==> config.mk <==
export PLATFORM = sky130hd
export DESIGN_NAME = exec_unit
export DESIGN_NICKNAME = d
export VERILOG_FILES = /design/src/logic/alu_pkg.sv /design/src/logic/exec_if.sv /design/src/logic/alu.sv /design/src/logic/divider_seq.sv /design/src/logic/step_counter.sv /design/src/logic/exec_ctrl_fsm.sv /design/src/logic/exec_regs.sv /design/src/logic/exec_unit.sv
export VERILOG_INCLUDE_DIRS = /design/src /design/src/logic
export SDC_FILE = /design/constraint.sdc
export NUM_CORES = 2
export LEC_CHECK = 0
export CORE_UTILIZATION = 54
export DETAILED_ROUTE_END_ITERATION = 10
export DONT_BUFFER_PORTS = 1
export PLACE_DENSITY_LB_ADDON = 0.25
export SLEW_MARGIN = 20
export SYNTH_ARGS = -nofsm -noshare
export SYNTH_HDL_FRONTEND = slang
export SYNTH_SLANG_ARGS = --single-unit
==> constraint.sdc <==
create_clock -name clk -period 22.1 [get_ports clk]
set_input_delay 1.105 -clock clk [delete_from_list [all_inputs] [get_ports clk]]
set_output_delay 1.105 -clock clk [all_outputs]
set_load 0.02 [all_outputs]
==> src/logic/alu_cfg.svh <==
`ifndef ALU_CFG_SVH
`define ALU_CFG_SVH

// Operand width, one word per operand
`define ALU_WIDTH 32

// Restoring divide steps, one quotient bit each
`define ALU_DIV_STEPS 32

`endif

==> src/logic/alu_pkg.sv <==
`include "alu_cfg.svh"

package alu_pkg;

   // Opcode encodings of the execute stage
   typedef enum logic [4:0] {
      OP_ADD = 5'b00011,
      OP_SUB = 5'b00100,
      OP_AND = 5'b00101,
      OP_OR  = 5'b00110,
      OP_SHR = 5'b00111,
      OP_ASR = 5'b01000,
      OP_SHL = 5'b01001,
      OP_ROR = 5'b01010,
      OP_ROL = 5'b01011,
      OP_MUL = 5'b01111,
      OP_DIV = 5'b10000,
      OP_NEG = 5'b10001,
      OP_NOT = 5'b10010
   } alu_op_e;

   // Remainder on top, quotient or single-word result below
   typedef struct packed {
      logic [`ALU_WIDTH-1:0] hi;
      logic [`ALU_WIDTH-1:0] lo;
   } z_halves_t;

   // Z word, read as one product or as two halves
   typedef union packed {
      logic [2*`ALU_WIDTH-1:0] full;
      z_halves_t               halves;
   } z_word_u;

endpackage

==> src/logic/exec_if.sv <==
`timescale 1ns/1ns
`include "alu_cfg.svh"

interface exec_if;

   // Latched operands and opcode
   logic [`ALU_WIDTH-1:0] a;
   logic [`ALU_WIDTH-1:0] b;
   alu_pkg::alu_op_e      opcode;

   // Single-cycle ALU result
   alu_pkg::z_word_u      alu_result;

   modport src (
      output a,
      output b,
      output opcode,
      input  alu_result
   );

   modport alu (
      input  a,
      input  b,
      input  opcode,
      output alu_result
   );

   // Divider only needs the operands
   modport div (
      input  a,
      input  b
   );

endinterface

==> src/logic/alu.sv <==
`timescale 1ns/1ns
`include "alu_cfg.svh"

module alu (
   exec_if.alu ops
);

   localparam int W = `ALU_WIDTH;

   // Shift amount is the low five bits of b
   logic [4:0]     sh;
   logic [2*W-1:0] rot_l;
   logic [2*W-1:0] rot_r;

   assign sh = ops.b[4:0];

   // Rotates work on a doubled copy of a
   assign rot_l = {ops.a, ops.a} << sh;
   assign rot_r = {ops.a, ops.a} >> sh;

   always_comb begin
      ops.alu_result = '0;
      case (ops.opcode)
         alu_pkg::OP_AND: begin
            ops.alu_result.halves.lo = ops.a & ops.b;
         end
         alu_pkg::OP_OR: begin
            ops.alu_result.halves.lo = ops.a | ops.b;
         end
         alu_pkg::OP_ADD: begin
            ops.alu_result.halves.lo = ops.a + ops.b;
         end
         alu_pkg::OP_SUB: begin
            ops.alu_result.halves.lo = ops.a - ops.b;
         end
         alu_pkg::OP_MUL: begin
            // Unsigned product fills both halves
            ops.alu_result.full = {{W{1'b0}}, ops.a} * {{W{1'b0}}, ops.b};
         end
         alu_pkg::OP_SHL: begin
            ops.alu_result.halves.lo = ops.a << sh;
         end
         alu_pkg::OP_SHR: begin
            ops.alu_result.halves.lo = ops.a >> sh;
         end
         alu_pkg::OP_ASR: begin
            ops.alu_result.halves.lo = $unsigned($signed(ops.a) >>> sh);
         end
         alu_pkg::OP_ROL: begin
            ops.alu_result.halves.lo = rot_l[2*W-1:W];
         end
         alu_pkg::OP_ROR: begin
            ops.alu_result.halves.lo = rot_r[W-1:0];
         end
         alu_pkg::OP_NEG: begin
            ops.alu_result.halves.lo = ~ops.a + 1'b1;
         end
         alu_pkg::OP_NOT: begin
            ops.alu_result.halves.lo = ~ops.a;
         end
         // Divide comes from the sequential divider
         default: begin
            ops.alu_result = '0;
         end
      endcase
   end

endmodule

==> src/logic/divider_seq.sv <==
`timescale 1ns/1ns
`include "alu_cfg.svh"

module divider_seq (
   input  logic                  clk,
   input  logic                  rst_n,
   exec_if.div                   ops,
   input  logic                  load,
   input  logic                  step,
   output logic [`ALU_WIDTH-1:0] quotient,
   output logic [`ALU_WIDTH-1:0] remainder
);

   localparam int W = `ALU_WIDTH;

   logic [W-1:0] rem_q;
   logic [W-1:0] dvd_q;
   logic [W:0]   shifted;
   logic [W:0]   trial;

   // Next dividend bit enters the partial remainder
   assign shifted = {rem_q, dvd_q[W-1]};
   assign trial   = shifted - {1'b0, ops.b};

   always_ff @(posedge clk or negedge rst_n) begin
      if (!rst_n) begin
         rem_q <= '0;
         dvd_q <= '0;
      end else if (load) begin
         rem_q <= '0;
         dvd_q <= ops.a;
      end else if (step) begin
         // Borrow out means restore
         if (!trial[W]) begin
            rem_q <= trial[W-1:0];
            dvd_q <= {dvd_q[W-2:0], 1'b1};
         end else begin
            rem_q <= shifted[W-1:0];
            dvd_q <= {dvd_q[W-2:0], 1'b0};
         end
      end
   end

   // Dividend register ends up holding the quotient
   assign quotient  = dvd_q;
   assign remainder = rem_q;

   a_load_step_excl: assert property (
      @(posedge clk) disable iff (!rst_n) !(load && step)
   );

endmodule

==> src/logic/step_counter.sv <==
`timescale 1ns/1ns
`include "alu_cfg.svh"

module step_counter (
   input  logic clk,
   input  logic rst_n,
   input  logic clear,
   input  logic enable,
   output logic last
);

   localparam int STEPS = `ALU_DIV_STEPS;
   localparam int CW    = $clog2(STEPS + 1);

   logic [CW-1:0] count_q;

   // Final step of the run
   assign last = enable && (count_q == CW'(STEPS - 1));

   always_ff @(posedge clk or negedge rst_n) begin
      if (!rst_n) begin
         count_q <= '0;
      end else if (clear || last) begin
         count_q <= '0;
      end else if (enable) begin
         count_q <= count_q + 1'b1;
      end
   end

   a_count_range: assert property (
      @(posedge clk) disable iff (!rst_n) count_q <= CW'(STEPS - 1)
   );

endmodule

==> src/logic/exec_ctrl_fsm.sv <==
`timescale 1ns/1ns

module exec_ctrl_fsm (
   input  logic             clk,
   input  logic             rst_n,
   input  logic             start,
   input  alu_pkg::alu_op_e opcode,
   input  logic             last,
   output logic             latch,
   output logic             div_load,
   output logic             div_step,
   output logic             cap_alu,
   output logic             cap_div,
   output logic             busy,
   output logic             done
);

   typedef enum logic [2:0] {IDLE, EXEC, DIV_LOAD, DIV_RUN, WRITE} state_e;

   state_e state_q;
   state_e state_d;
   logic   is_div_q;

   // Only an idle stage accepts a start
   assign latch    = (state_q == IDLE) && start;
   assign div_load = (state_q == DIV_LOAD);
   assign div_step = (state_q == DIV_RUN);
   assign cap_alu  = (state_q == EXEC) && !is_div_q;
   assign cap_div  = (state_q == EXEC) && is_div_q;

   always_comb begin
      state_d = state_q;
      case (state_q)
         IDLE: begin
            if (start) begin
               state_d = (opcode == alu_pkg::OP_DIV) ? DIV_LOAD : EXEC;
            end
         end
         DIV_LOAD: state_d = DIV_RUN;
         DIV_RUN: begin
            if (last) begin
               state_d = EXEC;
            end
         end
         EXEC:     state_d = WRITE;
         default:  state_d = IDLE;
      endcase
   end

   always_ff @(posedge clk or negedge rst_n) begin
      if (!rst_n) begin
         state_q  <= IDLE;
         is_div_q <= 1'b0;
         busy     <= 1'b0;
         done     <= 1'b0;
      end else begin
         state_q <= state_d;
         if (latch) begin
            is_div_q <= (opcode == alu_pkg::OP_DIV);
         end
         busy <= (state_d != IDLE);
         // Done marks the cycle after Z capture
         done <= (state_d == WRITE);
      end
   end

   a_done_pulse: assert property (
      @(posedge clk) disable iff (!rst_n) done |=> !done
   );

   // ALU capture follows the operand latch directly
   a_cap_alu_after_latch: assert property (
      @(posedge clk) disable iff (!rst_n) cap_alu |-> $past(latch)
   );

   // Divide capture follows the final step
   a_cap_div_after_last: assert property (
      @(posedge clk) disable iff (!rst_n) cap_div |-> $past(div_step && last)
   );

endmodule

==> src/logic/exec_regs.sv <==
`timescale 1ns/1ns
`include "alu_cfg.svh"

module exec_regs (
   input  logic                  clk,
   input  logic                  rst_n,
   input  logic [`ALU_WIDTH-1:0] a_in,
   input  logic [`ALU_WIDTH-1:0] b_in,
   input  alu_pkg::alu_op_e      opcode_in,
   input  logic                  latch,
   input  logic                  cap_alu,
   input  logic                  cap_div,
   input  logic [`ALU_WIDTH-1:0] quotient,
   input  logic [`ALU_WIDTH-1:0] remainder,
   exec_if.src                   ops,
   output alu_pkg::z_word_u      z
);

   // Operand and opcode latches
   always_ff @(posedge clk) begin
      if (latch) begin
         ops.a      <= a_in;
         ops.b      <= b_in;
         ops.opcode <= opcode_in;
      end
   end

   // Z holds until the next capture
   always_ff @(posedge clk or negedge rst_n) begin
      if (!rst_n) begin
         z <= '0;
      end else if (cap_alu) begin
         z <= ops.alu_result;
      end else if (cap_div) begin
         z.halves.hi <= remainder;
         z.halves.lo <= quotient;
      end
   end

endmodule

==> src/logic/exec_unit.sv <==
`timescale 1ns/1ns
`include "alu_cfg.svh"

module exec_unit (
   input  logic                  clk,
   input  logic                  rst_n,
   input  logic                  start,
   input  logic [`ALU_WIDTH-1:0] a,
   input  logic [`ALU_WIDTH-1:0] b,
   input  logic [4:0]            opcode,
   output logic                  busy,
   output logic                  done,
   output logic [`ALU_WIDTH-1:0] z_hi,
   output logic [`ALU_WIDTH-1:0] z_lo
);

   alu_pkg::alu_op_e      op_in;
   alu_pkg::z_word_u      z;
   logic                  latch;
   logic                  div_load;
   logic                  div_step;
   logic                  cap_alu;
   logic                  cap_div;
   logic                  last;
   logic [`ALU_WIDTH-1:0] quotient;
   logic [`ALU_WIDTH-1:0] remainder;

   exec_if ops ();

   assign op_in = alu_pkg::alu_op_e'(opcode);

   exec_ctrl_fsm u_fsm (
      .clk      (clk),
      .rst_n    (rst_n),
      .start    (start),
      .opcode   (op_in),
      .last     (last),
      .latch    (latch),
      .div_load (div_load),
      .div_step (div_step),
      .cap_alu  (cap_alu),
      .cap_div  (cap_div),
      .busy     (busy),
      .done     (done)
   );

   exec_regs u_regs (
      .clk       (clk),
      .rst_n     (rst_n),
      .a_in      (a),
      .b_in      (b),
      .opcode_in (op_in),
      .latch     (latch),
      .cap_alu   (cap_alu),
      .cap_div   (cap_div),
      .quotient  (quotient),
      .remainder (remainder),
      .ops       (ops.src),
      .z         (z)
   );

   alu u_alu (
      .ops (ops.alu)
   );

   divider_seq u_div (
      .clk       (clk),
      .rst_n     (rst_n),
      .ops       (ops.div),
      .load      (div_load),
      .step      (div_step),
      .quotient  (quotient),
      .remainder (remainder)
   );

   // Load restarts the step count
   step_counter u_cnt (
      .clk    (clk),
      .rst_n  (rst_n),
      .clear  (div_load),
      .enable (div_step),
      .last   (last)
   );

   assign z_hi = z.halves.hi;
   assign z_lo = z.halves.lo;

endmodule

==> qor.yml <==
min_path:
  hold_path.class: "input pin to asynchronous set/reset pin"
layout:
  layout-drive-gt1-share_pct: 5.29
  final_nets: 7044
  nFillCells: 8685
  area_growth_syn_to_layout_pct: 3.79
synthesis:
  synth_edf_count: 69
  async_flop_share_pct: 67.0
  synthCells: 6000
  synth_seq_area_share_pct: 10.8
  ys.flop_type: "dfrtp_1"
  syn_nets: 7302
  yosysWarnings: 0
  ys_seq_elements: 209
  avgSynthCellArea_sq_um: 8.61
  syn_area_sq_um: 51700
  yosysUniqueCellTypes: 84
placed_design:
  place_congestion: 1.08
  port_buffers: 0
  dp_hpwl_microns: 153000
clock_tree:
  htree_levels: 1
  cts_made_buffers: 25
  clock_path_buffers: 3
  cts_tree: "built"
  post-cts-setup-buffer-count: 0
  clock_latency_ns: 0.61
  root_buffer: "clkbuf_16"
  clock_sinks: 209
  hold_buffers: 0
  clkTransAtPathRegs_ns: 0.07
  cts_resized: 0
run:
  cap_violations: 0
timing:
  fmax_mhz: 98.9
  rsz0062_at_grt: "no"
  fin_crit_sh_pct: 45.7
  setup_violations: 0
  hold_violations: 0
  relSlewSlack_pct: 24.4
  finalClockSkew_ns: 0.0399
  period_needed_ns: 10.11
  setup_tns_ns: 0
  tightest_slew_ns: 1.13
  slew_viol_final: 0
routing:
  routedWlPerCell_microns: 29.7
  drt_iter0_drc: 5278
  drtPass1Iterations: 9
  via_count: 45200
  post_drt_via_cell_ratio: 6.42
  wirelength_microns: 209000
  final_antenna_net_count: 0
  drc_errors: 0
floorplan:
  die_w_microns: 311
  rows: 113
  start_util_pct: 54.4
  dieArea_sq_um: 96900
  die_h_microns: 311
  core_area_sq_um: 94900
  ios: 138
global_routing:
  track_usage_pct: 43.3
  grt_overflow: 0
  grt_max_degree: 141
  antenna_found_initial: 14
  grt_pass1_vias: 46400
  grt_pass1_wl_microns: 308000
worst_setup_path:
  cp.arrival_ns: 10.57
  worstPathMaxFanout: 53
  endpoint_kind: "flip-flop"
  setup.worst_path.class: "flip-flop to flip-flop"
  critical_path_required_ns: 22.56
  critPathLaunchType: "flip-flop"
status:
  status: "finished, final reports clean"
==> kinds of logic after synthesis <==
logic type	synth area share (%)
buffers and inverters	9.76
AO/OA/AOI/OAI	11.8
multiplexers	4.84
adder cells (fa/ha/maj)	42.8
XOR/XNOR	2.90
AND/OR/NAND/NOR	17.0
flip-flops	10.8
==> worst paths after layout <==
kind                                                      from                             end  slack (ns)  cells past startpoint
worst max-delay path                 u_regs.ops.b[2]$_DFFE_PP_        u_regs.z[56]$_DFFE_PN0P_       11.99                     27
worst min-delay path                                     rst_n            u_fsm.done$_DFF_PN0_        0.19                      0
worst max register to register       u_regs.ops.b[2]$_DFFE_PP_        u_regs.z[56]$_DFFE_PN0P_       11.99                     27
worst min register to register  u_div.quotient[31]$_DFFE_PN0P_  u_div.quotient[31]$_DFFE_PN0P_        0.49                      2
max in group asynchronous                                rst_n         u_regs.z[2]$_DFFE_PN0P_       21.62                      0
min in group clk                u_div.quotient[31]$_DFFE_PN0P_  u_div.quotient[31]$_DFFE_PN0P_        0.49                      2
==> metal layers <==
metal / global-route usage [%] / wire [microns]
met1: 53.5 / 75100
met2: 67.0 / 93300
met3: 13.1 / 24500
met4: 26.0 / 15700
met5: 0 / 27
==> cells in the mapped netlist (118+ instances only) <==
library cell | number | area share [%]
ha_1 | 332 | 8.0
nor2_1 | 413 | 3.0
inv_1 | 887 | 6.4
fa_1 | 898 | 35
and2_1 | 399 | 4.8
nand2_1 | 824 | 6.0
xnor2_1 | 118 | 2.0
dfrtp_1 | 140 | 6.8
o21ai_0 | 237 | 2.3
clkbuf_1 | 354 | 2.6
a21oi_1 | 282 | 2.7
mux2i_1 | 118 | 2.3
==> sequential cells by signal, indices dropped and copies added (netlist names), 3 cells and up <==
name,cells
u_regs.z,64
u_regs.ops.opcode,5
u_regs.ops.b,32
u_fsm.state_q,3
u_cnt.count_q,6
u_div.quotient,32
u_regs.ops.a,32
u_div.remainder,32
==> final cells by class <==
type                            count  area [sq um]  share of cell area (%)
Timing Repair Buffer              150          1150                    2.15
Inverter                          898          3370                    6.29
Clock buffer                       28           637                    1.19
Clock inverter                     18           173                   0.322
Sequential cell                   209          5580                    10.4
Tap cell                         1265          1580                    2.95
Multi-Input combinational cell   4458         41100                    76.7
Antenna cell                        9          22.5                  0.0420
==> per-stage QoR <==
stage	std cells	instance area [sq um]	util, %	setup WS [ns]	hold slack, ns
floorplan	6000	51700	-	13.27	0.450
global placement	6979	52800	55.6	12.44	0.464
detailed placement	6979	52800	55.6	12.40	0.470
CTS	7025	53600	56.5	12.37	0.184
global route	7030	53600	56.5	11.76	0.177
finish	7035	53600	56.5	11.99	0.188
==> critical path: stages (launching register included) <==
cell,delay (ns)
edfxtp_1,0.97
buf_4,0.71
nand2_1,0.48
fa_1,0.67
inv_1,0.05
ha_1,0.31
ha_1,0.29
inv_1,0.05
fa_1,0.52
inv_1,0.06
fa_1,0.49
fa_1,0.51
fa_1,0.49
inv_1,0.05
fa_1,0.47
inv_1,0.04
ha_1,0.40
a21o_1,0.25
a2111oi_0,0.45
a21oi_1,0.18
o22ai_1,0.14
nand3_1,0.35
o31ai_1,0.58
o21ai_2,0.12
a221oi_1,0.83
o21bai_1,0.20
xnor2_1,0.17
o22ai_1,0.09
==> cell usage in the layout, fill, tap and decap left out, types with 34 or more instances in the layout <==
cell type,netlist,final
xnor2_1,118,118
a21oi_1,282,282
buf_4,6,148
o22ai_1,34,34
nand2_1,824,823
fa_1,898,898
a221oi_1,38,38
nor2_1,413,413
nor3_1,55,52
edfxtp_1,69,69
a21o_1,86,86
and3_1,38,37
mux4_2,54,54
xor2_1,51,51
mux2i_1,118,118
nand3_1,47,47
ha_1,332,332
inv_1,887,885
dfrtp_1,140,138
and2_1,399,399
o21ai_0,237,235
Power is left out: the tool's default activity adds up to more than one toggle a clock period on the data nets, which glitch-free logic cannot reach.
